--- config.mk ---
export PLATFORM = sky130hd
export DESIGN_NAME = apu_port_out
export DESIGN_NICKNAME = d
export VERILOG_FILES = /design/src/verilog/apu_pkg.sv /design/src/verilog/apu_port_out.sv
export SDC_FILE = /design/constraint.sdc
export NUM_CORES = 1
export LEC_CHECK = 0
export ABC_AREA = 1
export ABC_CLOCK_PERIOD_IN_PS = 1200
export BUFFER_PORTS_ARGS = -buffer_cell sky130_fd_sc_hd__clkbuf_2
export CAP_MARGIN = 20
export CORE_MARGIN = 8
export CORE_UTILIZATION = 45
export CTS_CLUSTER_SIZE = 28
export DETAILED_ROUTE_END_ITERATION = 10
export PLACE_DENSITY = 0.74
export SLEW_MARGIN = 25
export SYNTH_ARGS = -nofsm -noshare
export SYNTH_HDL_FRONTEND = slang
export SYNTH_SLANG_ARGS = --single-unit
--- constraint.sdc ---
create_clock -name clk -period 1.2 [get_ports clk]
set_clock_uncertainty 0.05 [all_clocks]
set_input_delay 0.18 -clock clk [delete_from_list [all_inputs] [get_ports clk]]
set_output_delay 0.18 -clock clk [all_outputs]
set_load 0.1 [all_outputs]
--- src/verilog/apu_pkg.sv ---
package apu_pkg;

	localparam int CODE_DEPTH = 256; // code words
	localparam int NUM_GPR = 16;     // general registers
	localparam int BORDER_W = 6;     // border port bits

	// code address, doubles as pc
	typedef logic [$clog2(CODE_DEPTH)-1:0] code_addr_t;

	typedef logic [15:0] opcode_t;

	// all ones stops the program
	localparam opcode_t HALT_WORD = 16'hffff;

	// opcode bits 15..12, groups 11..14 fall through as nop
	typedef enum logic [3:0] {
		op_ld   = 4'd0,
		op_and  = 4'd1,
		op_or   = 4'd2,
		op_xor  = 4'd3,
		op_add  = 4'd4,
		op_tst  = 4'd5,  // and, no writeback
		op_cmp  = 4'd6,  // sub, no writeback
		op_sub  = 4'd7,
		op_mov  = 4'd8,  // dst <= src
		op_jr   = 4'd9,
		op_out  = 4'd10, // port[3:0] <= dst reg
		op_misc = 4'd15  // halt or nop
	} op_group_e;

	typedef enum logic [2:0] {
		alu_pass,
		alu_and,
		alu_or,
		alu_xor,
		alu_add,
		alu_sub
	} alu_func_e;

	// jr condition in bits 11..8
	typedef enum logic [3:0] {
		jc_always = 4'd0,
		jc_z      = 4'd1,
		jc_c      = 4'd2,
		jc_nz     = 4'd3,
		jc_gt     = 4'd4, // !c && !z
		jc_le     = 4'd5, // c || z
		jc_nc     = 4'd6,
		jc_n      = 4'd7,
		jc_p      = 4'd8
	} jcond_e;

	// 4-bit wide so that unused port numbers pass through
	typedef enum logic [3:0] {
		port_border = 4'd0,
		port_covox  = 4'd1
	} out_port_e;

	typedef struct packed {
		logic z;
		logic c;
		logic n;
	} flags_t;

	typedef struct packed {
		logic       valid;
		out_port_e  port;
		logic [7:0] data;
	} out_req_t;

endpackage
--- src/verilog/apu_port_out.sv ---
`timescale 1ns/1ps

module apu_port_out
(
	input  logic                          clk,
	input  logic                          rst,
	input  apu_pkg::out_req_t             out_req,
	output logic [apu_pkg::BORDER_W-1:0]  apu_border,
	output logic                          apu_border_we, // one cycle pulse
	output logic [7:0]                    apu_covox,
	output logic                          apu_covox_we   // one cycle pulse
);

	import apu_pkg::*;

	logic border_hit;
	logic covox_hit;

	// route by port number, anything else falls out here
	assign border_hit = out_req.valid && (out_req.port == port_border);
	assign covox_hit = out_req.valid && (out_req.port == port_covox);

	always_ff @(posedge clk)
	begin
		if (rst)
		begin
			apu_border <= '0;
			apu_border_we <= 1'b0;
			apu_covox <= '0;
			apu_covox_we <= 1'b0;
		end
		else
		begin
			apu_border_we <= border_hit; // strobes drop unless refreshed
			apu_covox_we <= covox_hit;
			if (border_hit)
				apu_border <= out_req.data[BORDER_W-1:0]; // low bits only
			if (covox_hit)
				apu_covox <= out_req.data; // held till next write
		end
	end

endmodule

* Yosys cells after proc, flatten, opt, wreduce, memory -nomap -nowiden
Cells that the tools add are included.
Widths: inputs -> output; s select.
** Cells by class
- Equal/unequal tests :: 1
- Reduce and logical (&&, ||, !) cells :: 3
** Operator list (number)
- $eq 4x1->1 const B :: 1
- $logic_not 4->1 :: 1
- $logic_and 1x1->1 :: 2
** Word-level totals
- Register bits :: 16
- Bits of input ports :: 15
- Output and inout port bits :: 16
- Word-level logic and storage cells :: 8

* Longest topological paths before layout
- Word-level depth :: 2
- Gate-level depth with buffers :: 7
- Depth with buffers taken out :: 6

* Least setup slack after synthesis
No wires, ideal clock.
- Kind :: reg2reg
- From :: register, netlist name apu_border[0]
- To :: register apu_border[0] (netlist name)
- Library setup time :: 0.064 ns
- Data arrival time :: 1.206 ns
- Slack :: -0.120 ns
- Cell stages (with the launch flop) :: 5
- Path buffers :: 0
- Clock period less this slack :: 1.320 ns
- Cells stage by stage :: dfxtp_1 inv_1 nand2_1 inv_1 nor2_1
** RTL lines
- to (signal assigned) :: line apu_port_out.sv:37 : apu_border <= out_req.data[BORDER_W-1:0];
- to (decl) :: line apu_port_out.sv:8 : output logic [apu_pkg::BORDER_W-1:0] apu_border,

* Worst setup path after layout
- From :: register apu_border_we
- To :: output port apu_border_we
** RTL lines
- from (decl) :: line apu_port_out.sv:9 : output logic apu_border_we,
- from (signal assigned) :: line apu_port_out.sv:34 : apu_border_we <= border_hit;
No word-level cell between the ends.

==> flow_summary_export.csv <==
group,metric,value,unit
worst_setup_path,slowest_delay,370,ps
power,p_seq_frac,0.474,
power,combPwrFrac,0.218,
global_routing,overflow,0,
layout,n_antenna_cell,0,
layout,drive_gt1_frac,0.3613,
logic_synthesis,avgSynthCellArea,6.680,µm²
worst_setup_path,cp.arrival,850,ps
worst_setup_path,crit_chain,"buf_12",
flow_run,maxCapViolCount,0,
routing,routedWlPerCell,11.22,µm
cts,clock_latency,290,ps
placed_design,dp_hpwl,1569,µm
worst_setup_path,cp-start-kind,"flop",
logic_synthesis,synthCells,124,
logic_synthesis,yosysWarnings,0,
global_routing,antenna_found_initial,0,
timing,slew_headroom,0.7366,
worst_setup_path,critPathKind,"reg2out",
cts,cts.sink_count,16,
power,internal_power,815.4,µW
floorplanning,die_w,58.90,µm
layout,seq_area,337.8,µm²
timing,fin_crit_sh,0.9024,
logic_synthesis,yosys_register_bits,16,
logic_synthesis,synth_area,828.3,µm²
timing,hold_violations,0,
worst_setup_path,critPathRequiredTime,970,ps
cts,cts_buffers,3,
global_routing,grt_max_degree,17,
placed_design,port_buffers,30,
routing,vias,821,
min_path,hold_path_class,"in2reg",
floorplanning,dieArea,3469,µm²
power,leakage,0.6440,nW
placed_design,placed_area,1246,µm²
worst_setup_path,crit_path_end_kind,"output port",
timing,fin_crit,1083,ps
timing,finalSetupViolCount,0,
layout,multiInputGateArea,329.1,µm²
timing,setup_tns,0,ps
floorplanning,initial_core_util,0.4797,
logic_synthesis,yosysSeqAreaShare,0.3867,
worst_setup_path,worstPathMaxFanout,1,
cts,hold_buffers,0,
global_routing,grt_usage,0.1242,
power,sw_frac_of_total,0.3039,
power,switching_power,355.9,µW
timing,worstMarginPinSlew,394.6,ps
layout,final_common_cell,"inv_1",
routing,ant_nets,0,
routing,drc,0,
timing,rsz0062_at_grt,"false",
floorplanning,die_y,58.90,µm
placed_design,place_congestion,0.7671,
timing,slew_viol_final,0,
power,vdd_ir_drop_max,0.5400,mV
layout,area_growth,54.83,%
routing,drtIter0Drc,9,
layout,nNetsFinal,171,
floorplanning,core_area,1727,µm²
cts,clk_path_buf_depth,2,
global_routing,grt_pass1_vias,831,
cts,clk_pin_slew,100,ps
worst_setup_path,crit_family,"flip-flops",
timing,timing.hold.ws,28.07,ps
worst_setup_path,slowest_stage,"dfxtp_1",
cts,tritoncts,"built",
power,p_clk_frac,0.308,
floorplanning,ios,31,
logic_synthesis,ys_types,13,
cts,cts_setup_buffers,0,
cts,root_buffer,"clkbuf_4",
layout,layout_common_cells,"38 x inv_1, 29 x nand2_1, 16 x nor2_1, 16 x buf_12",
cts,h-tree-depth,1,
routing,routed_wirelength,2019,µm
layout,final_area,1282,µm²
timing,fmax,923.4,MHz
floorplanning,rows,15,
layout,final_util,0.7428,
worst_setup_path,cp.buffers_inverters,1,
status,run_status,"complete, no violations",
layout,fillers,128,
logic_synthesis,syn_nets,139,
global_routing,grt_pass1_wl,3374,µm
power,p_per_area,913.3,nW/µm²
routing,viasPerCell,4.561,
routing,drt-pass1-iter-count,4,
cts,cts_resized,0,
==> cells by family (layout without fill, tap and decap cells) <==
family	count (synthesis)	after routing	synth area share
DFF	16	16	0.3867
and+or+nand+nor	64	64	0.3973
buffers and inverters	44	75	0.2160
==> path summary, 6_finish.rpt <==
check                     start            end  slack, ps  depth (start not counted)
setup / recovery  apu_border_we  apu_border_we        120                          1
hold / removal              rst   apu_covox_we         30                          2
setup reg to reg   apu_covox[5]   apu_covox[5]        480                          4
hold reg to reg   apu_border[2]  apu_border[2]        490                          4
==> synth_stat cells, drive strengths merged <==
| cell type | instances | area [µm²] |
|---|---|---|
| nor2 | 19 | 97.60 |
| buf | 4 | 28.78 |
| nand4 | 14 | 87.58 |
| dfxtp | 16 | 320.3 |
| nand3 | 2 | 35.03 |
| nand2 | 29 | 108.9 |
| inv | 40 | 150.1 |
==> registers in the layout (all words and copies together) (netlist names) <==
| signal | cells |
|---|---|
| apu_covox | 8 |
| apu_border | 6 |
| apu_border_we | 1 |
| apu_covox_we | 1 |
==> area by class of cell <==
cell class              instances  share of cell area
clock buffers                   4             0.02829
inverters                      40              0.1171
multi-input cells              64              0.2566
flip-flops and latches         16              0.2634
well taps                      25             0.02439
repair buffers                 31              0.3102
==> per-stage QoR <==
step	std cells	worst slack (ps)	power [mW]
final	180	117.1	1.171
after global placement	176	188.3	0.8137
after CTS	180	115.1	1.174
after global routing	180	79.50	1.227
after floorplan	124	61.02	0.7281
after detailed placement	176	116.1	0.8204
==> power by group through the flow <==
stage / Clock [mW] / Combinational [mW] / Sequential (mW)
finish: 0.361 / 0.255 / 0.555
global route: 0.398 / 0.273 / 0.557
CTS: 0.363 / 0.255 / 0.555
detailed placement: 0 / 0.253 / 0.568
global placement: 0 / 0.247 / 0.567
floorplan: 0 / 0.0863 / 0.642
==> metal layers <==
metal  up-vias  GRT usage  wire (µm)
met3         5    0.02826        132
met5         -          0          0
met1       356     0.1345        858
met2        36     0.2150        983
li1        424          -          -
met4         0    0.07167         46
Note: power is estimated with default switching activity, not from simulation.
