## src/verilog/apu_pkg.sv

```systemverilog
package apu_pkg;

	localparam int CODE_DEPTH = 256; // code words
	localparam int NUM_GPR = 16;     // general registers
	localparam int BORDER_W = 6;     // border port bits

	// code address, doubles as pc
	typedef logic [$clog2(CODE_DEPTH)-1:0] code_addr_t;

	typedef logic [15:0] opcode_t;

	// all ones stops the program
	localparam opcode_t HALT_WORD = 16'hffff;

	// opcode bits 15..12, groups 11..14 fall through as nop
	typedef enum logic [3:0] {
		op_ld   = 4'd0,
		op_and  = 4'd1,
		op_or   = 4'd2,
		op_xor  = 4'd3,
		op_add  = 4'd4,
		op_tst  = 4'd5,  // and, no writeback
		op_cmp  = 4'd6,  // sub, no writeback
		op_sub  = 4'd7,
		op_mov  = 4'd8,  // dst <= src
		op_jr   = 4'd9,
		op_out  = 4'd10, // port[3:0] <= dst reg
		op_misc = 4'd15  // halt or nop
	} op_group_e;

	typedef enum logic [2:0] {
		alu_pass,
		alu_and,
		alu_or,
		alu_xor,
		alu_add,
		alu_sub
	} alu_func_e;

	// jr condition in bits 11..8
	typedef enum logic [3:0] {
		jc_always = 4'd0,
		jc_z      = 4'd1,
		jc_c      = 4'd2,
		jc_nz     = 4'd3,
		jc_gt     = 4'd4, // !c && !z
		jc_le     = 4'd5, // c || z
		jc_nc     = 4'd6,
		jc_n      = 4'd7,
		jc_p      = 4'd8
	} jcond_e;

	// 4-bit wide so that unused port numbers pass through
	typedef enum logic [3:0] {
		port_border = 4'd0,
		port_covox  = 4'd1
	} out_port_e;

	typedef struct packed {
		logic z;
		logic c;
		logic n;
	} flags_t;

	typedef struct packed {
		logic       valid;
		out_port_e  port;
		logic [7:0] data;
	} out_req_t;

endpackage
```

## src/verilog/apu_code_ram.sv

```systemverilog
`timescale 1ns/1ps

module apu_code_ram
(
	input  logic                clk,
	input  logic                code_wen,
	input  logic [8:0]          code_waddr, // byte address
	input  logic [7:0]          code_wdata,
	input  apu_pkg::code_addr_t rd_addr,
	output apu_pkg::opcode_t    rd_data
);

	import apu_pkg::*;

	opcode_t mem [CODE_DEPTH]; // microcode store

	logic [7:0] lo_byte;    // even byte waits here for its pair
	logic       word_we;
	code_addr_t word_addr;
	opcode_t    word_data;

	// odd byte completes the word
	assign word_we = code_wen && code_waddr[0];
	assign word_addr = code_waddr[8:1];
	assign word_data = {code_wdata, lo_byte}; // high byte from host, low from latch

	// low byte latch
	always_ff @(posedge clk)
	begin
		if (code_wen && !code_waddr[0])
			lo_byte <= code_wdata;
	end

	// word write port
	always_ff @(posedge clk)
	begin
		if (word_we)
			mem[word_addr] <= word_data;
	end

	// registered read, one cycle latency
	// a write shows up on the read after it
	always_ff @(posedge clk)
	begin
		rd_data <= mem[rd_addr];
	end

endmodule

```

## config.mk

```make
export PLATFORM = sky130hd
export DESIGN_NAME = apu_code_ram
export DESIGN_NICKNAME = d
export VERILOG_FILES = /design/src/verilog/apu_pkg.sv /design/src/verilog/apu_code_ram.sv
export SDC_FILE = /design/constraint.sdc
export NUM_CORES = 2
export LEC_CHECK = 0
export ABC_AREA = 1
export ABC_CLOCK_PERIOD_IN_PS = 4700
export BUFFER_PORTS_ARGS = -buffer_cell sky130_fd_sc_hd__buf_2
export CAP_MARGIN = 15
export CORE_MARGIN = 2
export CORE_UTILIZATION = 50
export DETAILED_ROUTE_END_ITERATION = 8
export PLACE_DENSITY = 0.75
export SETUP_SLACK_MARGIN = 0.4
export SLEW_MARGIN = 20
export SYNTH_ARGS = -nofsm -noshare
export SYNTH_HDL_FRONTEND = slang
export SYNTH_SLANG_ARGS = --single-unit
```

## constraint.sdc

```tcl
create_clock -name clk -period 4.7 [get_ports clk]
set_input_delay 0.47 -clock clk [delete_from_list [all_inputs] [get_ports clk]]
set_output_delay 0.47 -clock clk [all_outputs]
set_load 0.05 [all_outputs]
```

# Word level (Yosys, flattened, before mapping)
# Memories as Yosys holds them, arrays and structs flattened. A register that Yosys moved wholly into a read port is not among the register bits.
# Cells that the tools add are included.
# word_totals
register_bits	8
mem_bits_rw	4096
input_bits	27
output_inout_bits	16
elab_cells	7
memories	1
# memory_table
memory	depth	width	read_ports	rd_ports_with_merged_regs	write_ports	line	text
mem	256	16	1	1	1	apu_code_ram.sv:15	opcode_t mem [CODE_DEPTH];
# op_classes
n_mux	2
reduce_logical	3
# ops
cell	n
$logic_and 1x1->1	2
$mux 1	2
$logic_not 1->1	1

# Longest topological paths before layout
# logic_depth
depth_word	3
mapped_depth	15
depth_no_buf	11

# Least setup slack after synthesis
# Ideal clock, no wire load.
# synth_timing
kind	register -> register
start	register lo_byte[0]
end	memory mem[0][0] (netlist bit) (data pin)
setup_ns	0.817
arrival_ns	3.228
required_ns	3.883
path_slack_ns	0.654
path_stages_with_launch	1
n_path_buf	0
cell_sequence	edfxtp_1
# synth_rtl
item	line	text
start, declared	apu_code_ram.sv:17	logic [7:0] lo_byte;
start signal, assigned	apu_code_ram.sv:31	lo_byte <= code_wdata;
end, declared	apu_code_ram.sv:15	
# Straight into the memory's write port.

==> results.toml <==
[power]
pwr_density_cell_nw_per_um2 = 420
p_leak_nw = 64.5
max-vdd-ir-drop_mv = 0.360
power_mw = 77.8

[route]
dr.pass1.iters = 7
viasPerCell = 6.11
top_layer = "met5"
drtIter0Drc = 18800
vias = 112000
met2WireLength_um = 213000
drt-met1-wl_um = 167000
drt-total-wl_um = 471000
drc = 0
drtAntennaViolNets = 0
wl_met3_um = 61500
wl_per_cell_um = 25.6

[yosys]
synth_cells = 13600
ys.warnings.count = 0
synth.avg_cell_area_um2 = 12.1
synth.distinct_cells = 14
yosysSeqAreaShare_pct = 74.6
syn-num-nets = 13700
netlist_area_um2 = 166000
ys_ff_latch = 4120

[timing]
setup_tns_ps = 0
setup_violations = 0
finalHoldViolations = 0
worst_slew_pin_slew_ps = 1320
skew_ps = 49.0
fin_hold_ws_ps = 21.0
setup_ws_ps = 1550
grt_setup_unrepaired = "false"
slew_viol_final = 0
relSlewSlack_pct = 12.2
clock.fmax_ghz = 0.317
finalCritPeriodShare_pct = 67.1
period_minus_slack_ps = 3150

[floorplanning]
core_area_um2 = 330000
rows = 211
fp.dieArea_um2 = 336000
io_pins = 43
initial_core_util_pct = 50.2
die_h_um = 579
die_width_um = 579

[placed_design]
pre_cts_ws_ps = 827
io_buffers = 42
routabilityCongestion = 0.927
dpl.hpwl_um = 261000

[critical_path]
cp-start-kind = "input pin"
crit_fanout = 93
cp-end-kind = "flop"
r2r_slack_ps = 2350
cpPeakStageDelay_ps = 530
crit_chain = "buf_12, inv_16, buf_12, buf_12, nand2_1, nand3_1, nand3_1, nand3_1, nand3_1, nand3_1, nand3_1, nand2_1, nand2_1, nand2_1"
crit_type = "input pin to flop"
slowest_stage = "inv_16"
cpMostUsedCell = "nand3_1"
arrival_ps = 4070
worstPathRequired_ps = 5620

[run_status]
status = "finished, final reports clean"

[global_route]
grt_pass1_wl_um = 687000
first_global_vias = 106000
antenna_found_initial = 22
grt.overflow.total = 0
grt_max_degree = 222
grt_usage_pct = 27.5

[clock_network]
cts_sinks = 4120
cts_buffer_depth = 4
cts_made_buffers = 401
post_cts_resized = 0
clk_pin_slew_worst_paths_ps = 60
htreeDepth = 5
cts_tree = "done"
worst_skew_pair.late_latency_ps = 990
root_buffer = "clkbuf_16"

[flow_run]
maxCapViolCount = 0

[layout]
layout-drive-gt1-share_pct = 8.42
area_growth_pct = 11.8
final_net_count = 13700

[min_path]
hold_class = "input pin to flop"
-- placed cells by master, fill, tap and decap left out --
cell | netlist | layout
dfxtp_1 | 16 | 16
clkinv_2 | 0 | 83
inv_2 | 2 | 1
clkinvlp_4 | 0 | 12
buf_12 | 1 | 92
inv_6 | 0 | 9
clkinv_16 | 0 | 10
buf_16 | 0 | 1
nor2_4 | 0 | 5
buf_8 | 0 | 11
clkbuf_16 | 0 | 405
clkinv_4 | 0 | 1
dlygate4sd3_1 | 0 | 2
buf_4 | 101 | 423
diode_2 | 0 | 22
buf_2 | 574 | 28
clkinv_8 | 0 | 6
nor2_1 | 284 | 260
buf_6 | 15 | 1
nand3_1 | 4035 | 4035
nand2_2 | 0 | 18
inv_16 | 0 | 4
bufinv_16 | 0 | 46
clkinv_1 | 0 | 87
clkbuf_1 | 171 | 71
inv_8 | 0 | 2
edfxtp_1 | 4104 | 4104
inv_1 | 37 | 35
nor2_2 | 0 | 19
nand2_1 | 4212 | 4194
-- worst max-delay path: cells and delay by family --
kind | cells | cell delay, ps
simple gates | 10 | 1970
buf+inv | 4 | 1400
-- cell usage after synthesis --
library cell,count,area [um2]
buf_4,101,758
nand3_1,4035,20200
inv_4,2,12.5
buf_6,15,169
buf_1,75,282
dfxtp_1,16,320
edfxtp_1,4104,123000
buf_2,574,2870
nor2_1,284,1070
buf_12,1,20.0
nand2_1,4212,15800
inv_2,2,7.51
clkbuf_1,171,642
inv_1,37,139
-- what timing repair did --
action	in CTS	in global routing
hold buffers	2	0
hold endpoints to repair	54	0
setup buffers	0	0
-- flip-flops by register name, indices dropped and copies added, names as in the netlist --
| name | flops |
|---|---|
| mem | 4096 |
| lo_byte | 8 |
| rd_data | 16 |
-- logic make-up after synthesis --
logic type | synth area share (%)
simple gates | 22.4
flops | 74.6
buf+inv | 2.96
-- routing by layer --
layer	vias to the layer above	global-route usage, %
met3	1351	6.43
met5	-	0.284
li1	48700	-
met2	7965	42.2
met1	54300	36.5
met4	12	15.2
-- final timing paths --
kind,startpoint,endpoint,cells past startpoint
min reg2reg,lo_byte[6],mem[218][6],0
max,rd_addr[0],rd_data[7],14
max reg2reg,mem[47][7],rd_data[7],10
min,code_wdata[0],mem[15][8],1
-- report_power, final --
part           internal, mW  total (mW)  switching (mW)
Sequential             40.5        40.6          0.0986
Clock                  18.4        32.3            14.0
Combinational          1.09        4.81            3.73
Total                  60.0        77.8            17.8
-- metrics by stage --
stage,instances,util (%),cell area (um2)
finish,18400,56.1,185000
global route,18400,56.0,185000
CTS,18300,56.0,185000
detailed placement,17600,52.0,172000
global placement,17600,52.0,172000
floorplan,13600,-,166000
-- cell type report --
class / count / area (um2)
repair buffers: 558 / 5380
inverters: 41 / 206
clock inverters: 255 / 2730
diodes: 22 / 55.1
clock buffers: 476 / 10400
fillers: 25300 / 145000
multi-input cells: 8531 / 37200
flip-flops and latches: 4120 / 124000
well taps: 4366 / 5460
Note: power is estimated with default switching activity, not from simulation.
