`config.mk`:
```
export PLATFORM = sky130hd
export DESIGN_NAME = apu_core
export DESIGN_NICKNAME = d
export VERILOG_FILES = /design/src/verilog/apu_pkg.sv /design/src/verilog/apu_core.sv /design/src/verilog/apu_alu.sv
export SDC_FILE = /design/constraint.sdc
export NUM_CORES = 1
export LEC_CHECK = 0
export ABC_AREA = 0
export BUFFER_PORTS_ARGS = -buffer_cell sky130_fd_sc_hd__buf_2
export CAP_MARGIN = 20
export CELL_PAD_IN_SITES_DETAIL_PLACEMENT = 2
export CELL_PAD_IN_SITES_GLOBAL_PLACEMENT = 2
export CORE_ASPECT_RATIO = 1.1
export CORE_UTILIZATION = 38
export CTS_CLUSTER_SIZE = 20
export DETAILED_ROUTE_END_ITERATION = 12
export PLACE_DENSITY_LB_ADDON = 0.1
export SLEW_MARGIN = 20
export SYNTH_ARGS = -nofsm -noshare
export SYNTH_HDL_FRONTEND = slang
export SYNTH_SLANG_ARGS = --single-unit
export TNS_END_PERCENT = 50
```
`constraint.sdc`:
```
create_clock -name clk -period 4.6 [get_ports clk]
set_clock_uncertainty 0.1 [all_clocks]
set_input_delay 0.46 -clock clk [delete_from_list [all_inputs] [get_ports clk]]
set_output_delay 0.46 -clock clk [all_outputs]
set_load 0.05 [all_outputs]
```
`src/verilog/apu_pkg.sv`:
```
package apu_pkg;

	localparam int CODE_DEPTH = 256; // code words
	localparam int NUM_GPR = 16;     // general registers
	localparam int BORDER_W = 6;     // border port bits

	// code address, doubles as pc
	typedef logic [$clog2(CODE_DEPTH)-1:0] code_addr_t;

	typedef logic [15:0] opcode_t;

	// all ones stops the program
	localparam opcode_t HALT_WORD = 16'hffff;

	// opcode bits 15..12, groups 11..14 fall through as nop
	typedef enum logic [3:0] {
		op_ld   = 4'd0,
		op_and  = 4'd1,
		op_or   = 4'd2,
		op_xor  = 4'd3,
		op_add  = 4'd4,
		op_tst  = 4'd5,  // and, no writeback
		op_cmp  = 4'd6,  // sub, no writeback
		op_sub  = 4'd7,
		op_mov  = 4'd8,  // dst <= src
		op_jr   = 4'd9,
		op_out  = 4'd10, // port[3:0] <= dst reg
		op_misc = 4'd15  // halt or nop
	} op_group_e;

	typedef enum logic [2:0] {
		alu_pass,
		alu_and,
		alu_or,
		alu_xor,
		alu_add,
		alu_sub
	} alu_func_e;

	// jr condition in bits 11..8
	typedef enum logic [3:0] {
		jc_always = 4'd0,
		jc_z      = 4'd1,
		jc_c      = 4'd2,
		jc_nz     = 4'd3,
		jc_gt     = 4'd4, // !c && !z
		jc_le     = 4'd5, // c || z
		jc_nc     = 4'd6,
		jc_n      = 4'd7,
		jc_p      = 4'd8
	} jcond_e;

	// 4-bit wide so that unused port numbers pass through
	typedef enum logic [3:0] {
		port_border = 4'd0,
		port_covox  = 4'd1
	} out_port_e;

	typedef struct packed {
		logic z;
		logic c;
		logic n;
	} flags_t;

	typedef struct packed {
		logic       valid;
		out_port_e  port;
		logic [7:0] data;
	} out_req_t;

endpackage
```
`src/verilog/apu_core.sv`:
```
`timescale 1ns/1ps

module apu_core
(
	input  logic                clk,
	input  logic                rst,
	input  logic                apu_halt,
	input  apu_pkg::opcode_t    opcode_r,  // word at current pc
	output apu_pkg::code_addr_t pc_next,   // fetch address
	output apu_pkg::out_req_t   out_req,
	output logic                apu_rdy
);

	import apu_pkg::*;

	code_addr_t pc;
	opcode_t    opcode;   // effective word
	op_group_e  grp;
	jcond_e     jc;
	logic [3:0] dst;
	logic [3:0] src;
	logic [7:0] imm;

	logic [7:0] gpr [NUM_GPR]; // register file, not reset
	flags_t     flags;

	alu_func_e  alu_func;
	logic [7:0] alu_arg1;
	logic [7:0] alu_res;
	flags_t     alu_flags;

	logic gpr_we;   // result goes to dst
	logic flags_we; // flag register update
	logic jump_ok;  // condition true
	logic is_halt;

	// halt input looks like a fetched halt word
	assign opcode = apu_halt ? HALT_WORD : opcode_r;

	// fields
	assign grp = op_group_e'(opcode[15:12]);
	assign jc = jcond_e'(opcode[11:8]);
	assign dst = opcode[11:8];
	assign src = opcode[3:0];
	assign imm = opcode[7:0];   // also the jr offset
	assign is_halt = (opcode == HALT_WORD);

	// alu function select
	always_comb
	begin
		case (grp)
			op_ld, op_mov:
				alu_func = alu_pass;
			op_and, op_tst:
				alu_func = alu_and;
			op_or:
				alu_func = alu_or;
			op_xor:
				alu_func = alu_xor;
			op_add:
				alu_func = alu_add;
			op_sub, op_cmp:
				alu_func = alu_sub;
			default:
				alu_func = alu_pass;
		endcase
	end

	// only mov takes a register as second operand
	assign alu_arg1 = (grp == op_mov) ? gpr[src] : imm;

	// tst and cmp set flags but keep dst
	assign gpr_we = grp inside {op_ld, op_and, op_or, op_xor, op_add, op_sub, op_mov};
	assign flags_we = grp inside {op_and, op_or, op_xor, op_add, op_sub, op_tst, op_cmp};

	apu_alu alu0
	(
		.func      (alu_func),
		.arg0      (gpr[dst]),
		.arg1      (alu_arg1),
		.res       (alu_res),
		.flags_out (alu_flags)
	);

	// jump condition against current flags
	always_comb
	begin
		case (jc)
			jc_always:
				jump_ok = 1'b1;
			jc_z:
				jump_ok = flags.z;
			jc_c:
				jump_ok = flags.c;
			jc_nz:
				jump_ok = !flags.z;
			jc_gt:
				jump_ok = !flags.c && !flags.z;
			jc_le:
				jump_ok = flags.c || flags.z;
			jc_nc:
				jump_ok = !flags.c;
			jc_n:
				jump_ok = flags.n;
			jc_p:
				jump_ok = !flags.n;
			default:
				jump_ok = 1'b0; // never
		endcase
	end

	// next fetch address
	always_comb
	begin
		if (apu_halt)
			pc_next = '0; // restart point
		else if (is_halt)
			pc_next = pc; // park on halt word
		else if (grp == op_jr && jump_ok)
			pc_next = pc + 8'd1 + imm; // signed offset wraps mod 256
		else
			pc_next = pc + 8'd1;
	end

	// out request straight from decode
	always_comb
	begin
		out_req.valid = (grp == op_out);
		out_req.port = out_port_e'(src); // unknown numbers dropped downstream
		out_req.data = gpr[dst];
	end

	// control state
	always_ff @(posedge clk)
	begin
		if (rst)
		begin
			pc <= '0;
			flags <= '0;
			apu_rdy <= 1'b0;
		end
		else
		begin
			pc <= pc_next;
			if (flags_we)
				flags <= alu_flags;
			apu_rdy <= is_halt; // one cycle after halt word seen
		end
	end

	// register file write
	always_ff @(posedge clk)
	begin
		if (gpr_we)
			gpr[dst] <= alu_res;
	end

endmodule

```
`src/verilog/apu_alu.sv`:
```
`timescale 1ns/1ps

module apu_alu
(
	input  apu_pkg::alu_func_e func,
	input  logic [7:0]         arg0,  // dst register
	input  logic [7:0]         arg1,  // imm or src register
	output logic [7:0]         res,
	output apu_pkg::flags_t    flags_out
);

	import apu_pkg::*;

	logic [8:0] sum; // bit 8 is carry or borrow

	always_comb
	begin
		case (func)
			alu_pass:
				sum = {1'b0, arg1}; // ld, mov
			alu_and:
				sum = {1'b0, arg0 & arg1}; // logic ops clear carry
			alu_or:
				sum = {1'b0, arg0 | arg1};
			alu_xor:
				sum = {1'b0, arg0 ^ arg1};
			alu_add:
				sum = {1'b0, arg0} + {1'b0, arg1}; // carry out in bit 8
			alu_sub:
				sum = {1'b0, arg0} - {1'b0, arg1}; // wraps to 1 in bit 8 on borrow
			default:
				sum = {1'b0, arg1};
		endcase
	end

	assign res = sum[7:0];

	// flags from the 8-bit result
	always_comb
	begin
		flags_out.z = (res == 8'd0);
		flags_out.c = sum[8];
		flags_out.n = res[7]; // sign bit
	end

endmodule

```
# Yosys cells after proc, flatten, opt, wreduce, memory -nomap -nowiden
# Memory sizes are Yosys's and may differ from the RTL's.
# Cells that the tools add are included.
dict set report word_totals {
  latch_bits 0
  word_cells 58
  ramBits 128
  romBits 48
  memories 2
  output_inout_bits 22
  register_bits 12
}
dict set report classes {
  n_reduce_logical 11
  n_mul 0
  n_mux 9
  order_cmp 0
  n_bitwise 3
  n_div 0
  n_addsub 4
  eq_ne 24
  shift 0
}
# name depth width rd rd_ports_with_merged_regs wr line
set memory_table {}
lappend memory_table {gpr 16 8 2 0 1 apu_core.sv:24} ;# logic [7:0] gpr [NUM_GPR];
lappend memory_table {{(no name shown)} 16 3 1 0 0 apu_core.sv:51} ;# case (grp)
# operator count
set ops {}
lappend ops {{$pmux W9 S5} 1}
lappend ops {{$eq A4 B3 Y1 const B} 8}
lappend ops {{$mux W8} 4}
lappend ops {{$eq A16 B16 Y1 const B} 1}
lappend ops {{$eq A4 B2 Y1 const B} 4}
lappend ops {{$eq A4 B4 Y1 const B} 4}
lappend ops {{$mux W16} 1}
lappend ops {{$reduce_bool A7 Y1} 2}
lappend ops {{$add A8 B8 Y9} 1}
lappend ops {{$pmux W1 S9} 1}
lappend ops {{$sub A8 B8 Y9} 1}
lappend ops {{$add A8 B1 Y8 const B} 1}
lappend ops {{$add A8 B8 Y8} 1}
lappend ops {{$and A8 B8 Y8} 1}
lappend ops {{$eq A4 B1 Y1 const B} 2}
lappend ops {{$logic_not A4 Y1} 2}
lappend ops {{$logic_not A8 Y1} 1}
lappend ops {{$or A8 B8 Y8} 1}
lappend ops {{$xor A8 B8 Y8} 1}
lappend ops {{$eq A3 B2 Y1 const B} 2}
lappend ops {{$eq A3 B3 Y1 const B} 2}
lappend ops {{$eq A3 B1 Y1 const B} 1}
lappend ops {{$logic_not A1 Y1} 3}
lappend ops {{$logic_and A1 B1 Y1} 2}
lappend ops {{other kinds (2)} 3}

# Logic depth before layout (Yosys ltp)
# Gate-level depths: netlist of the first run.
dict set report depth {
  word_depth 7
  depth_mapped 22
}

# Modules after synthesis
# Synthesis of the first run repeated with hierarchy kept, for this count alone.
dict set report unflattened {
  hier_cells 821
  area_unflattened_um2 8833.5
}
# module seq_area_each_um2 cells_each area_per_inst_um2 n_inst
set modules_own_cells {}
lappend modules_own_cells {apu_core 4083.9 656 7617.3 1}
lappend modules_own_cells {apu_alu 0.0 165 1216.2 1}

# Worst setup path after synthesis of the first run
# No wires, ideal clock.
dict set report synth_path {
  path_type {input port to flip-flop}
  from {in opcode_r[8]}
  to {reg flags[2] (netlist bit)}
  cell_stages 17
  arrival_time_ps 5413
  required_ps 4413
  setup_time_ps 87
  n_path_buf 3
  setup_slack_ps -1001
  cell_sequence {buf_2 -> buf_1 -> clkbuf_1 -> mux4_2 -> mux2i_1 -> o21ai_0 -> inv_1 -> ha_1 -> inv_1 -> fa_1 -> a21o_1 -> a21oi_1 -> o21ai_0 -> xnor2_1 -> o221ai_1 -> or4_1 -> o31ai_2}
}
# element line
set synth_lines {}
lappend synth_lines {{from (decl)} apu_core.sv:8} ;# input apu_pkg::opcode_t opcode_r,
lappend synth_lines {{to (signal assigned)} apu_core.sv:146} ;# flags <= alu_flags;
lappend synth_lines {{to (decl)} apu_core.sv:25} ;# flags_t flags;

# Worst setup path in the final report of the first run
dict set report layout_path {
  from {in opcode_r[0]}
  to {reg flags[2] (netlist bit)}
}
dict set report layout_between {
  elab_chain_len 6
  word_cells_on_any_way 10
  cone_classes {add/sub (2); mux (3); bitwise (3); reduce/logical (1); memory (1)}
}
# element line
set layout_lines {}
lappend layout_lines {{$mux W16 *} apu_core.sv:38} ;# assign opcode = apu_halt ? HALT_WORD : opcode_r;
lappend layout_lines {{$mem_v2 Z16 W8} --}
lappend layout_lines {{$mux W8 *} apu_core.sv:70} ;# assign alu_arg1 = (grp == op_mov) ? gpr[src] : imm;
lappend layout_lines {{$sub A8 B8 Y9 (tied with other cells)} apu_alu.sv:30} ;# sum = {1'b0, arg0} - {1'b0, arg1};
lappend layout_lines {{$pmux W9 S5 *} apu_alu.sv:18} ;# case (func)
lappend layout_lines {{via alu0.res[6]} apu_alu.sv:8} ;# output logic [7:0] res,
lappend layout_lines {{$logic_not A8 Y1 *} apu_alu.sv:41} ;# flags_out.z = (res == 8'd0);
# Mark *: on every way through the listed nets, which the timed path passes. The rest lies on a longest branch.
# A chain may end at the register's enable or synchronous reset.

==> out/results.ini, run 1 <==
[run_status]
status=finished clean

[drt]
antenna_left=0
drtIter0Drc=500
wirelength_mm=36.41
drc=0
wl_per_cell_microns=28.96
vias=7792
drtPass1Iterations=5
via_per_inst=6.199

[logic_synthesis]
syn_nets=850
syn_avg_cell_area_sq_um=11.15
ys_seq_area_share_pct=45.95
netlist_area_sq_um=8887
synth_fa_ha_area_share_pct=4.956
async_flop_share_pct=0
netlist_instances=797
synthSimpleGateAreaFrac_pct=14.08
synth_xor_area_share_pct=2.365
synth-edff-count=128
synth_top_family_by_area=compound AO/OA/AOI/OAI gates
synth-main-ff-cell=edfxtp_1
synth_warnings=0
synthDistinctLibCells=85
synth_seq_cells=140
synth-compound-area-share_pct=16.29
synth.mux.area_fraction_pct=11.87

[floorplan]
die_w_microns=147.8
dieArea_sq_um=24000
io_pins=41
rows=58
initial_core_util_pct=38.75
core_sq_um=22930
fp.dieH_microns=162.4

[worst_setup_path]
critical_path.slowest_cell=nor4b_1
worstPathCellList=buf_2 -> buf_12 -> nor4b_1 -> a221oi_2 -> nor2_1 -> nor3_1 -> buf_4 -> nor4b_4 -> buf_4 -> nand3_1 -> nand2_1 -> xnor2_1 -> ha_1 -> buf_4 -> a21oi_1 -> o21ai_1 -> xnor2_1 -> o221ai_2 -> or4_4 -> o31ai_2
endpoint_kind=flop
crit_type=input pin to flop
cpLargestDelayFamily=simple AND/OR/NAND/NOR gates
path_common_cell=buf_4
cp-endpoint=flags[2]
ff2ff_path_depth=18
cp-start-kind=input pin
reg2reg_to=flags[2]
crit_start=opcode_r[0]
crit_cells=20
worstPathRequired_ns=4.85
crit_path_max_incr_delay_ns=0.59
critPathMaxFanout=15
crit_buf_inv=5
r2r_slack_ns=0.14
cp.arrival_ns=4.76
r2r-start=gpr[10][0]

[global_route]
top_usage_layer=met2
grt_util_met1_pct=38.61
grt_pass1_wl_mm=55.02
grt_max_degree=26
met3_usage_pct=4.874
grt.total_usage_pct=31.57
grt_pass1_vias=8657
grt_overflow_total=0
antenna_found_initial=0
grt_util_met2_pct=54.20

[timing]
fin_hold_ws_ns=0.2746
setup_viol=0
finalMaxSlewViolations=0
layout_min_cycle_time_ns=4.507
fin_ws_ns=0.09316
period_share_pct=97.97
worst_slew_pin_slew_ns=1.145
hold_viol=0
max_freq_ghz=0.2219
max_slew_margin_pct=23.39

[cells_and_area]
num-fill-cells=2378
multiInputGateArea_sq_um=4442
design_area_sq_um=10930
final_layout_size_suffix_gt1_share_pct=30.51
fin_cells=1257
layout_common_cells=137 x buf_4, 128 x edfxtp_1, 66 x nor2_1
register_area_sq_um=4084
final_common_cell=buf_4
n_antenna_cell=0
syn_to_final_growth_pct=23.02
fin_nets=998

[clock_network]
clockRootBuffer=clkbuf_16
clk_latency_ns=0.44
cts_tree=yes
cts-htree-levels=4
cts.sinks=140
cts_max_path_buffers=2
clk_pin_slew_ns=0.07
numCtsBuffers=17

[place]
io_buffers=40
placed_cells=1223
gp_congestion=0.9044
place_area_sq_um=10330
post-place-ws_ns=-0.4130
post-dp-hpwl_mm=27.60

[power_and_ir_drop]
irDropWorstVdd_uv=224.7
total_leakage_power_nw=4.117
power.density_nw_per_um2=326.8
p_total_mw=3.573

[flow_run]
drv_cap=0

[min_path]
hp-class=input pin to flop

state kept, by name, summed over array words and instances, names as in the netlist:
name / flops
pc: 8
apu_rdy: 1
gpr: 128
flags: 3
cells by family after synthesis:
logic type | after synthesis
AO/OA/AOI/OAI | 201
adder cells (fa/ha/maj) | 34
buffers and inverters | 85
XOR/XNOR | 24
multiplexers | 72
flip-flops | 140
AND/OR/NAND/NOR | 241
metrics by stage:
step | setup TNS (ns) | utilization (%)
6_report | 0 | 47.68
5_1_grt | -0.01120 | 47.68
3_5_place_dp | -10.02 | 45.03
2_1_floorplan | -0.2428 | -
3_3_place_gp | -4.287 | 45.03
4_1_cts | 0 | 47.51
report_power, final:
| part | switching [mW] | leakage, nW | internal, mW |
|---|---|---|---|
| clock network | 0.625 | 0.264 | 0.752 |
| logic | 0.469 | 2.59 | 0.292 |
| registers | 0.0110 | 1.26 | 1.42 |
layout make-up:
class                      instances  area share [%]
multi-input combinational        572           40.63
sequential                       140           37.35
timing repair buffer             183           12.39
clock buffer                      17           3.891
tap                              300           3.433
clock inverter                    14           1.236
inverter                          31           1.064
worst min-delay path by stage:
stage	start	depth (start not counted)	endpoint	slack, ns
CTS	rst	2	apu_rdy	0.27
floorplan	flags[0]	2	flags[0]	0.39
detailed placement	pc[7]	2	pc[7]	0.46
global placement	pc[7]	2	pc[7]	0.44
global route	rst	2	apu_rdy	0.30
finish	rst	2	apu_rdy	0.27
routing by layer:
metal / vias up / wire length (microns)
li1: 3380 / -
met3: 91 / 1783
met2: 274 / 18140
met1: 4047 / 14940
met5: - / 0
met4: 0 / 1544
synth_stat cells, types with 7 or more instances:
master      n  area (sq um)
inv_1      27         101.4
ha_1       32         400.4
a221oi_1   12         105.1
o22ai_1    15         93.84
dfxtp_1    12         240.2
edfxtp_1  128          3844
o221ai_1    8         70.07
and3_1      7         43.79
a21o_1      8         60.06
nor3_1     25         125.1
nand3_1    16         80.08
o211ai_1    8         60.06
mux4_2     26         585.6
nand2_1    42         157.7
a211oi_1   15         112.6
buf_2      16         80.08
xnor2_1    19         166.4
nor2b_1    10         62.56
a21oi_1    38         190.2
nand2b_1   11         68.82
or2_2      16         100.1
clkbuf_1   26         97.59
nor2_1     66         247.7
o21ai_0    43         215.2
or3_1       9         56.30
mux2i_1    39         390.4
repair_timing:
item	4_1_cts	5_1_grt
setup buffers	0	2
endpoints found under the hold margin	0	0
pin swaps	0	5
hold buffers	0	0
endpoints found under the setup margin	17	1
gates resized for setup	1	4
cloned	0	0
No activity file was read; power rests on OpenSTA's default activity.
==> inputs of run 2 (changes only) <==
--- a/config.mk
+++ b/config.mk
@@ -11,7 +11,7 @@
 export CELL_PAD_IN_SITES_DETAIL_PLACEMENT = 2
 export CELL_PAD_IN_SITES_GLOBAL_PLACEMENT = 2
 export CORE_ASPECT_RATIO = 1.1
-export CORE_UTILIZATION = 38
+export CORE_UTILIZATION = 42
 export CTS_CLUSTER_SIZE = 20
 export DETAILED_ROUTE_END_ITERATION = 12
 export PLACE_DENSITY_LB_ADDON = 0.1
==> constraint.sdc (replaced) <==
create_clock -name clk -period 4.5 [get_ports clk]
set_clock_uncertainty 0.1 [all_clocks]
set_input_delay 0.45 -clock clk [delete_from_list [all_inputs] [get_ports clk]]
set_output_delay 0.45 -clock clk [all_outputs]
set_load 0.05 [all_outputs]
==> run 2 against run 1 <==
Net effect: clock power grew 7%; sequential cell count is the same; via count grew 2.1%; cell count shrank 4.6%; setup slack lost 0.041 ns; count of clock-buffer cells in the layout is the same; total power grew 4.9%; worst hold slack lost 0.0019 ns; cell area shrank 0.19%; combinational power grew 6.8%; routed wire length grew 4.8%; sequential power is essentially flat; critical endpoint unchanged.
==> out/results.ini, run 2 (synthesis gave the netlist of run 1 again) <==
[global_route]
grt_pass1_wl_mm=57.27  ; was 55.02 mm
grt.total_usage_pct=36.45  ; was 31.57%
grt_overflow_total=0  ; unchanged
grt_max_degree=30  ; was 26
antenna_found_initial=0  ; unchanged
grt_pass1_vias=8807  ; was 8657

[power_and_ir_drop]
irDropWorstVdd_uv=300.1  ; was 224.7 uV
total_leakage_power_nw=4.075  ; was 4.117 nW
power.density_nw_per_um2=343.6  ; was 326.8 nW/um^2

[cells_and_area]
register_area_sq_um=4084  ; unchanged
multiInputGateArea_sq_um=4589  ; was 4442 sq um
final_common_cell=edfxtp_1  ; was buf_4
layout_common_cells=128 x edfxtp_1, 126 x buf_4, 63 x nor2_1  ; was 137 x buf_4, 128 x edfxtp_1, 66 x nor2_1
largest_register=gpr  ; unchanged
syn_to_final_growth_pct=22.78  ; was 23.02%
num-fill-cells=2031  ; was 2378
fin_nets=983  ; was 998
n_antenna_cell=0  ; unchanged
final_layout_size_suffix_gt1_share_pct=31.71  ; was 30.51%
top_regs=gpr x128, pc x8, flags x3  ; unchanged
largest_reg_flops=128  ; unchanged

[clock_network]
clk_pin_slew_ns=0.08  ; was 0.07 ns
numCtsBuffers=17  ; unchanged
postCtsHoldBufs=0  ; unchanged
cts.sinks=140  ; unchanged
cts_tree=yes  ; unchanged
cts-htree-levels=4  ; unchanged
clk_latency_ns=0.43  ; was 0.44 ns
clockRootBuffer=clkbuf_16  ; unchanged
cts_max_path_buffers=2  ; unchanged

[drt]
drtPass1Iterations=5  ; unchanged
wl_per_cell_microns=31.84  ; was 28.96 microns
wirelength_mm=38.17  ; was 36.41 mm
via_per_inst=6.638  ; was 6.199
antenna_left=0  ; unchanged
drtIter0Drc=561  ; was 500
vias=7959  ; was 7792
drc=0  ; unchanged

[floorplan]
fp.dieH_microns=154.6  ; was 162.4 microns
io_pins=41  ; unchanged
initial_core_util_pct=43.05  ; was 38.75%
rows=55  ; was 58
die_w_microns=140.7  ; was 147.8 microns
core_sq_um=20640  ; was 22930 sq um
dieArea_sq_um=21750  ; was 24000 sq um

[worst_setup_path]
cp.arrival_ns=4.71  ; was 4.76 ns
crit_type=flop to flop  ; was input pin to flop
cp-start-kind=flop  ; was input pin
endpoint_kind=flop  ; unchanged
ff2ff_path_depth=15  ; was 18
worstPathRequired_ns=4.76  ; was 4.85 ns
critPathMaxFanout=3  ; was 15

[place]
post-place-ws_ns=-0.5101  ; was -0.4130 ns
post-dp-hpwl_mm=27.28  ; was 27.60 mm
io_buffers=40  ; unchanged
gp_congestion=0.9030  ; was 0.9044

[min_path]
hold_depth=2  ; unchanged
hp-class=input pin to flop  ; unchanged

[timing]
finalMaxSlewViolations=0  ; unchanged
setup_viol=0  ; unchanged
hold_viol=0  ; unchanged
worst_slew_pin_slew_ns=1.171  ; was 1.145 ns
period_share_pct=98.84
fin_setup_tns_ns=0  ; unchanged
max_slew_margin_pct=21.66  ; was 23.39%
max_freq_ghz=0.2248
layout_min_cycle_time_ns=4.448
rsz0062_at_grt=yes
fin_ws_ns=0.05198  ; was 0.09316 ns

[run_status]
status=finished clean  ; unchanged

[flow_run]
drv_cap=0  ; unchanged

## run 2: what timing repair did
item	CTS	global route
setup endpoints to repair	17	17
buffers inserted	2	4
pin swaps	4	15
gates resized for setup	3	13
cloned	0	0
## run 2: per-layer routing
layer,vias to the layer above,GRT usage [%],share of wire [%]
met5,-,0,0
met4,0,19.93,5.4
met3,126,5.851,6.7
met2,409,63.42,50
met1,4085,43.08,38
li1,3339,-,-
## run 2: where the power goes
part           leakage, nW  internal, mW  switching [mW]
sequential            1.26          1.46          0.0116
clock                0.294         0.796           0.672
combinational         2.52         0.307           0.506
## run 2: through the flow
stage          instances  total power, mW  hold slack (ns)  util, %  area, sq um
2_1_floorplan        797            1.947           0.3928        -         8966
3_3_place_gp        1161            2.219           0.4330    49.17        10150
3_5_place_dp        1161            2.261           0.4558    49.17        10150
4_1_cts             1195            3.731           0.2613    52.23        10780
5_1_grt             1199            3.841           0.3076    52.85        10910
6_report            1199            3.749           0.2727    52.85        10910
## run 2: worst max-delay path: stages (launching register included)
cell,delay (ns)
edfxtp_1,0.40
or2_0,0.22
mux4_2,0.50
a221oi_4,0.35
a311oi_4,0.10
nor4b_4,0.41
a21oi_2,0.13
xnor2_2,0.17
buf_4,0.14
ha_1,0.29
buf_4,0.16
a211oi_2,0.30
xor2_2,0.21
o221ai_4,0.12
or4_4,0.58
o31ai_4,0.18
## run 2: path summary, 6_finish.rpt
check / startpoint / slack (ns) / to
setup / recovery: gpr[6][2] / 0.05 / flags[2]
hold / removal: rst / 0.27 / apu_rdy
hold reg to reg: pc[7] / 0.47 / pc[7]
setup reg to reg: gpr[6][2] / 0.05 / flags[2]
## run 2: layout make-up
type	instances	area share, %
Clock inverter	15	1.605
Timing Repair Buffer	168	11.01
Multi-Input combinational cell	572	42.06
Clock buffer	17	3.899
Tap cell	256	2.935
Inverter	31	1.066
Sequential cell	140	37.43
==> inputs of run 3 (changes only) <==
--- a/config.mk
+++ b/config.mk
@@ -14,8 +14,7 @@
 export CORE_UTILIZATION = 42
 export CTS_CLUSTER_SIZE = 20
 export DETAILED_ROUTE_END_ITERATION = 12
-export PLACE_DENSITY_LB_ADDON = 0.1
-export SLEW_MARGIN = 20
+export PLACE_DENSITY = 0.86
 export SYNTH_ARGS = -nofsm -noshare
 export SYNTH_HDL_FRONTEND = slang
 export SYNTH_SLANG_ARGS = --single-unit
==> run 3 against run 2 <==
Net effect: largest cell class unchanged; the run now ends with setup timing left; count of clock-buffer cells in the layout is the same; sequential cell count did not move; setup slack got worse by 0.18 ns; first-iteration DRC count increased by 37%; sequential power about the same; critical path type is now input pin to flop; clock power rose by 6%; cell area increased by 1.5%; cell count is 1.3% higher; via count up 4.7%; highest routed layer unchanged.
==> out/results.ini, run 3 (synthesis gave the netlist of run 1 again) <==
[cells_and_area]
num-fill-cells=2005  ; was 2031
fin_nets=999  ; was 983
syn_to_final_growth_pct=24.64  ; was 22.78%
top_regs=gpr x128, pc x8, flags x3  ; unchanged
largest_register=gpr  ; unchanged
largest_reg_flops=128  ; unchanged
final_layout_size_suffix_gt1_share_pct=33.16  ; was 31.71%
layout_common_cells=136 x buf_4, 128 x edfxtp_1, 66 x nor2_1  ; was 128 x edfxtp_1, 126 x buf_4, 63 x nor2_1
register_area_sq_um=4084  ; unchanged
multiInputGateArea_sq_um=4578  ; was 4589 sq um
n_antenna_cell=0  ; unchanged
final_common_cell=buf_4  ; was edfxtp_1

[drt]
vias=8336  ; was 7959
via_per_inst=6.861  ; was 6.638
drc=0  ; unchanged
wirelength_mm=42.95  ; was 38.17 mm
antenna_left=0  ; unchanged
drtPass1Iterations=5  ; unchanged
wl_per_cell_microns=35.35  ; was 31.84 microns
drtIter0Drc=770  ; was 561

[clock_network]
postCtsHoldBufs=0  ; unchanged
numCtsBuffers=17  ; unchanged
cts.sinks=140  ; unchanged
cts_tree=yes  ; unchanged
clk_pin_slew_ns=0.07  ; was 0.08 ns
clk_latency_ns=0.45  ; was 0.43 ns
cts-htree-levels=4  ; unchanged
clockRootBuffer=clkbuf_16  ; unchanged
cts_max_path_buffers=2  ; unchanged

[worst_setup_path]
worstPathCellList=clkbuf_4 -> buf_12 -> buf_4 -> mux2_2 -> o21ai_0 -> o21ai_0 -> a311o_2 -> ha_4 -> buf_4 -> a21o_1 -> a21oi_2 -> xnor2_1 -> a222oi_1 -> nand3_1 -> or4_4 -> o31ai_4  ; was or2_0 -> mux4_2 -> a221oi_4 -> a311oi_4 -> nor4b_4 -> a21oi_2 -> xnor2_2 -> buf_4 -> ha_1 -> buf_4 -> a211oi_2 -> xor2_2 -> o221ai_4 -> or4_4 -> o31ai_4
cpLargestDelayFamily=compound AO/OA/AOI/OAI gates  ; was simple AND/OR/NAND/NOR gates
crit_type=input pin to flop  ; was flop to flop
crit_path_max_incr_delay_ns=0.63  ; was 0.58 ns
critical_path.slowest_cell=a311o_2  ; was or4_4
endpoint_kind=flop  ; unchanged
cp-start-kind=input pin  ; was flop
crit_buf_inv=4  ; was 2
cp.arrival_ns=4.88  ; was 4.71 ns
critPathMaxFanout=16  ; was 3
r2r_slack_ns=-0.11  ; was 0.05 ns
ff2ff_path_depth=17  ; was 15
reg2reg_to=flags[2]  ; unchanged
r2r-start=gpr[6][2]  ; unchanged
worstPathRequired_ns=4.76  ; about the same

[timing]
hold_viol=0  ; unchanged
max_slew_margin_pct=20.19  ; was 21.66%
setup_viol=17  ; was 0
fin_ws_ns=-0.1275  ; was 0.05198 ns
max_freq_ghz=0.2161  ; was 0.2248 GHz
period_share_pct=102.8  ; was 98.84%
rsz0062_at_grt=yes  ; unchanged
fin_hold_ws_ns=0.2998  ; was 0.2727 ns
finalMaxSlewViolations=0  ; unchanged
worst_slew_pin_slew_ns=1.187  ; was 1.171 ns
layout_min_cycle_time_ns=4.627  ; was 4.448 ns

[min_path]
hp-class=input pin to flop  ; unchanged
hold_end=apu_rdy  ; unchanged
hold_depth=2  ; unchanged
min_from=rst  ; unchanged

[power_and_ir_drop]
p_total_mw=3.885  ; was 3.749 mW
irDropWorstVdd_uv=278.0  ; was 300.1 uV
power.density_nw_per_um2=350.8  ; was 343.6 nW/um^2
total_leakage_power_nw=4.179  ; was 4.075 nW

[place]
post-dp-hpwl_mm=28.95  ; was 27.28 mm
io_buffers=40  ; unchanged
gp_congestion=0.9249  ; was 0.9030

[flow_run]
drv_cap=0  ; unchanged

[global_route]
grt_max_degree=23  ; was 30
grt_overflow_total=0  ; unchanged
grt_pass1_vias=9144  ; was 8807
grt.total_usage_pct=39.53  ; was 36.45%
antenna_found_initial=0  ; unchanged
grt_pass1_wl_mm=61.51  ; was 57.27 mm

[run_status]
status=complete, but fails checks  ; was finished clean
failed_checks=setup timing

[floorplan]
die_w_microns=140.7  ; unchanged
rows=55  ; unchanged
initial_core_util_pct=43.05  ; unchanged
fp.dieH_microns=154.6  ; unchanged
dieArea_sq_um=21750  ; unchanged
io_pins=41  ; unchanged
core_sq_um=20640  ; unchanged

run 3: worst max-delay path by stage:
stage,from,end,slack (ns),cells past startpoint
2_1_floorplan,apu_halt,flags[2],0.02,19
3_3_place_gp,opcode_r[12],gpr[1][7],-0.25,16
3_5_place_dp,opcode_r[0],gpr[1][7],-0.59,19
4_1_cts,gpr[6][2],flags[2],0.01,16
5_1_grt,opcode_r[8],flags[2],-0.21,16
6_report,opcode_r[8],flags[2],-0.13,16
run 3: timing repair:
action                                 in CTS  in global routing
buffers inserted                            2                  5
gates resized for setup                    12                 12
endpoints found under the hold margin       0                  0
setup endpoints to repair                  25                 17
pin swaps                                   4                 16
run 3: layout make-up:
class                           instances  share of cell area [%]
Clock inverter                         15                   1.819
Clock buffer                           17                   3.840
Sequential cell                       140                   36.87
Multi-Input combinational cell        572                   41.33
Timing Repair Buffer                  184                   12.20
Tap cell                              256                   2.892
Inverter                               31                   1.050
run 3: routing by layer:
layer	GRT usage, %	share of wire, %
met4	26.24	6.7
met5	0	0
met1	45.70	38
met2	66.90	49
met3	7.616	6.7
run 3: through the flow:
step | util, % | setup WS, ns | TNS, ns | std cells | area [sq um]
6_report | 53.65 | -0.1275 | -0.6656 | 1215 | 11080
5_1_grt | 53.65 | -0.2067 | -1.147 | 1215 | 11080
3_5_place_dp | 49.65 | -0.5913 | -18.37 | 1173 | 10250
4_1_cts | 53.05 | 0.01411 | 0 | 1207 | 10950
2_1_floorplan | - | 0.01875 | 0 | 797 | 8966
3_3_place_gp | 49.65 | -0.2451 | -4.137 | 1173 | 10250
run 3: worst register-to-register path: cells and delay by family (launching register included):
| kind | cells | cell delay (ns) |
|---|---|---|
| buffers and inverters | 3 | 0.50 |
| XOR/XNOR | 2 | 0.30 |
| multiplexers | 1 | 0.52 |
| flip-flops | 1 | 0.41 |
| adder cells (fa/ha/maj) | 1 | 0.24 |
| AND/OR/NAND/NOR | 2 | 0.62 |
| AO/OA/AOI/OAI | 8 | 1.84 |
run 3: power by group:
| part | internal, mW | total, mW | leakage (nW) | switching [mW] |
|---|---|---|---|---|
| Combinational | 0.313 | 0.853 | 2.62 | 0.540 |
| Sequential | 1.46 | 1.47 | 1.26 | 0.0125 |
| Clock | 0.896 | 1.56 | 0.304 | 0.667 |
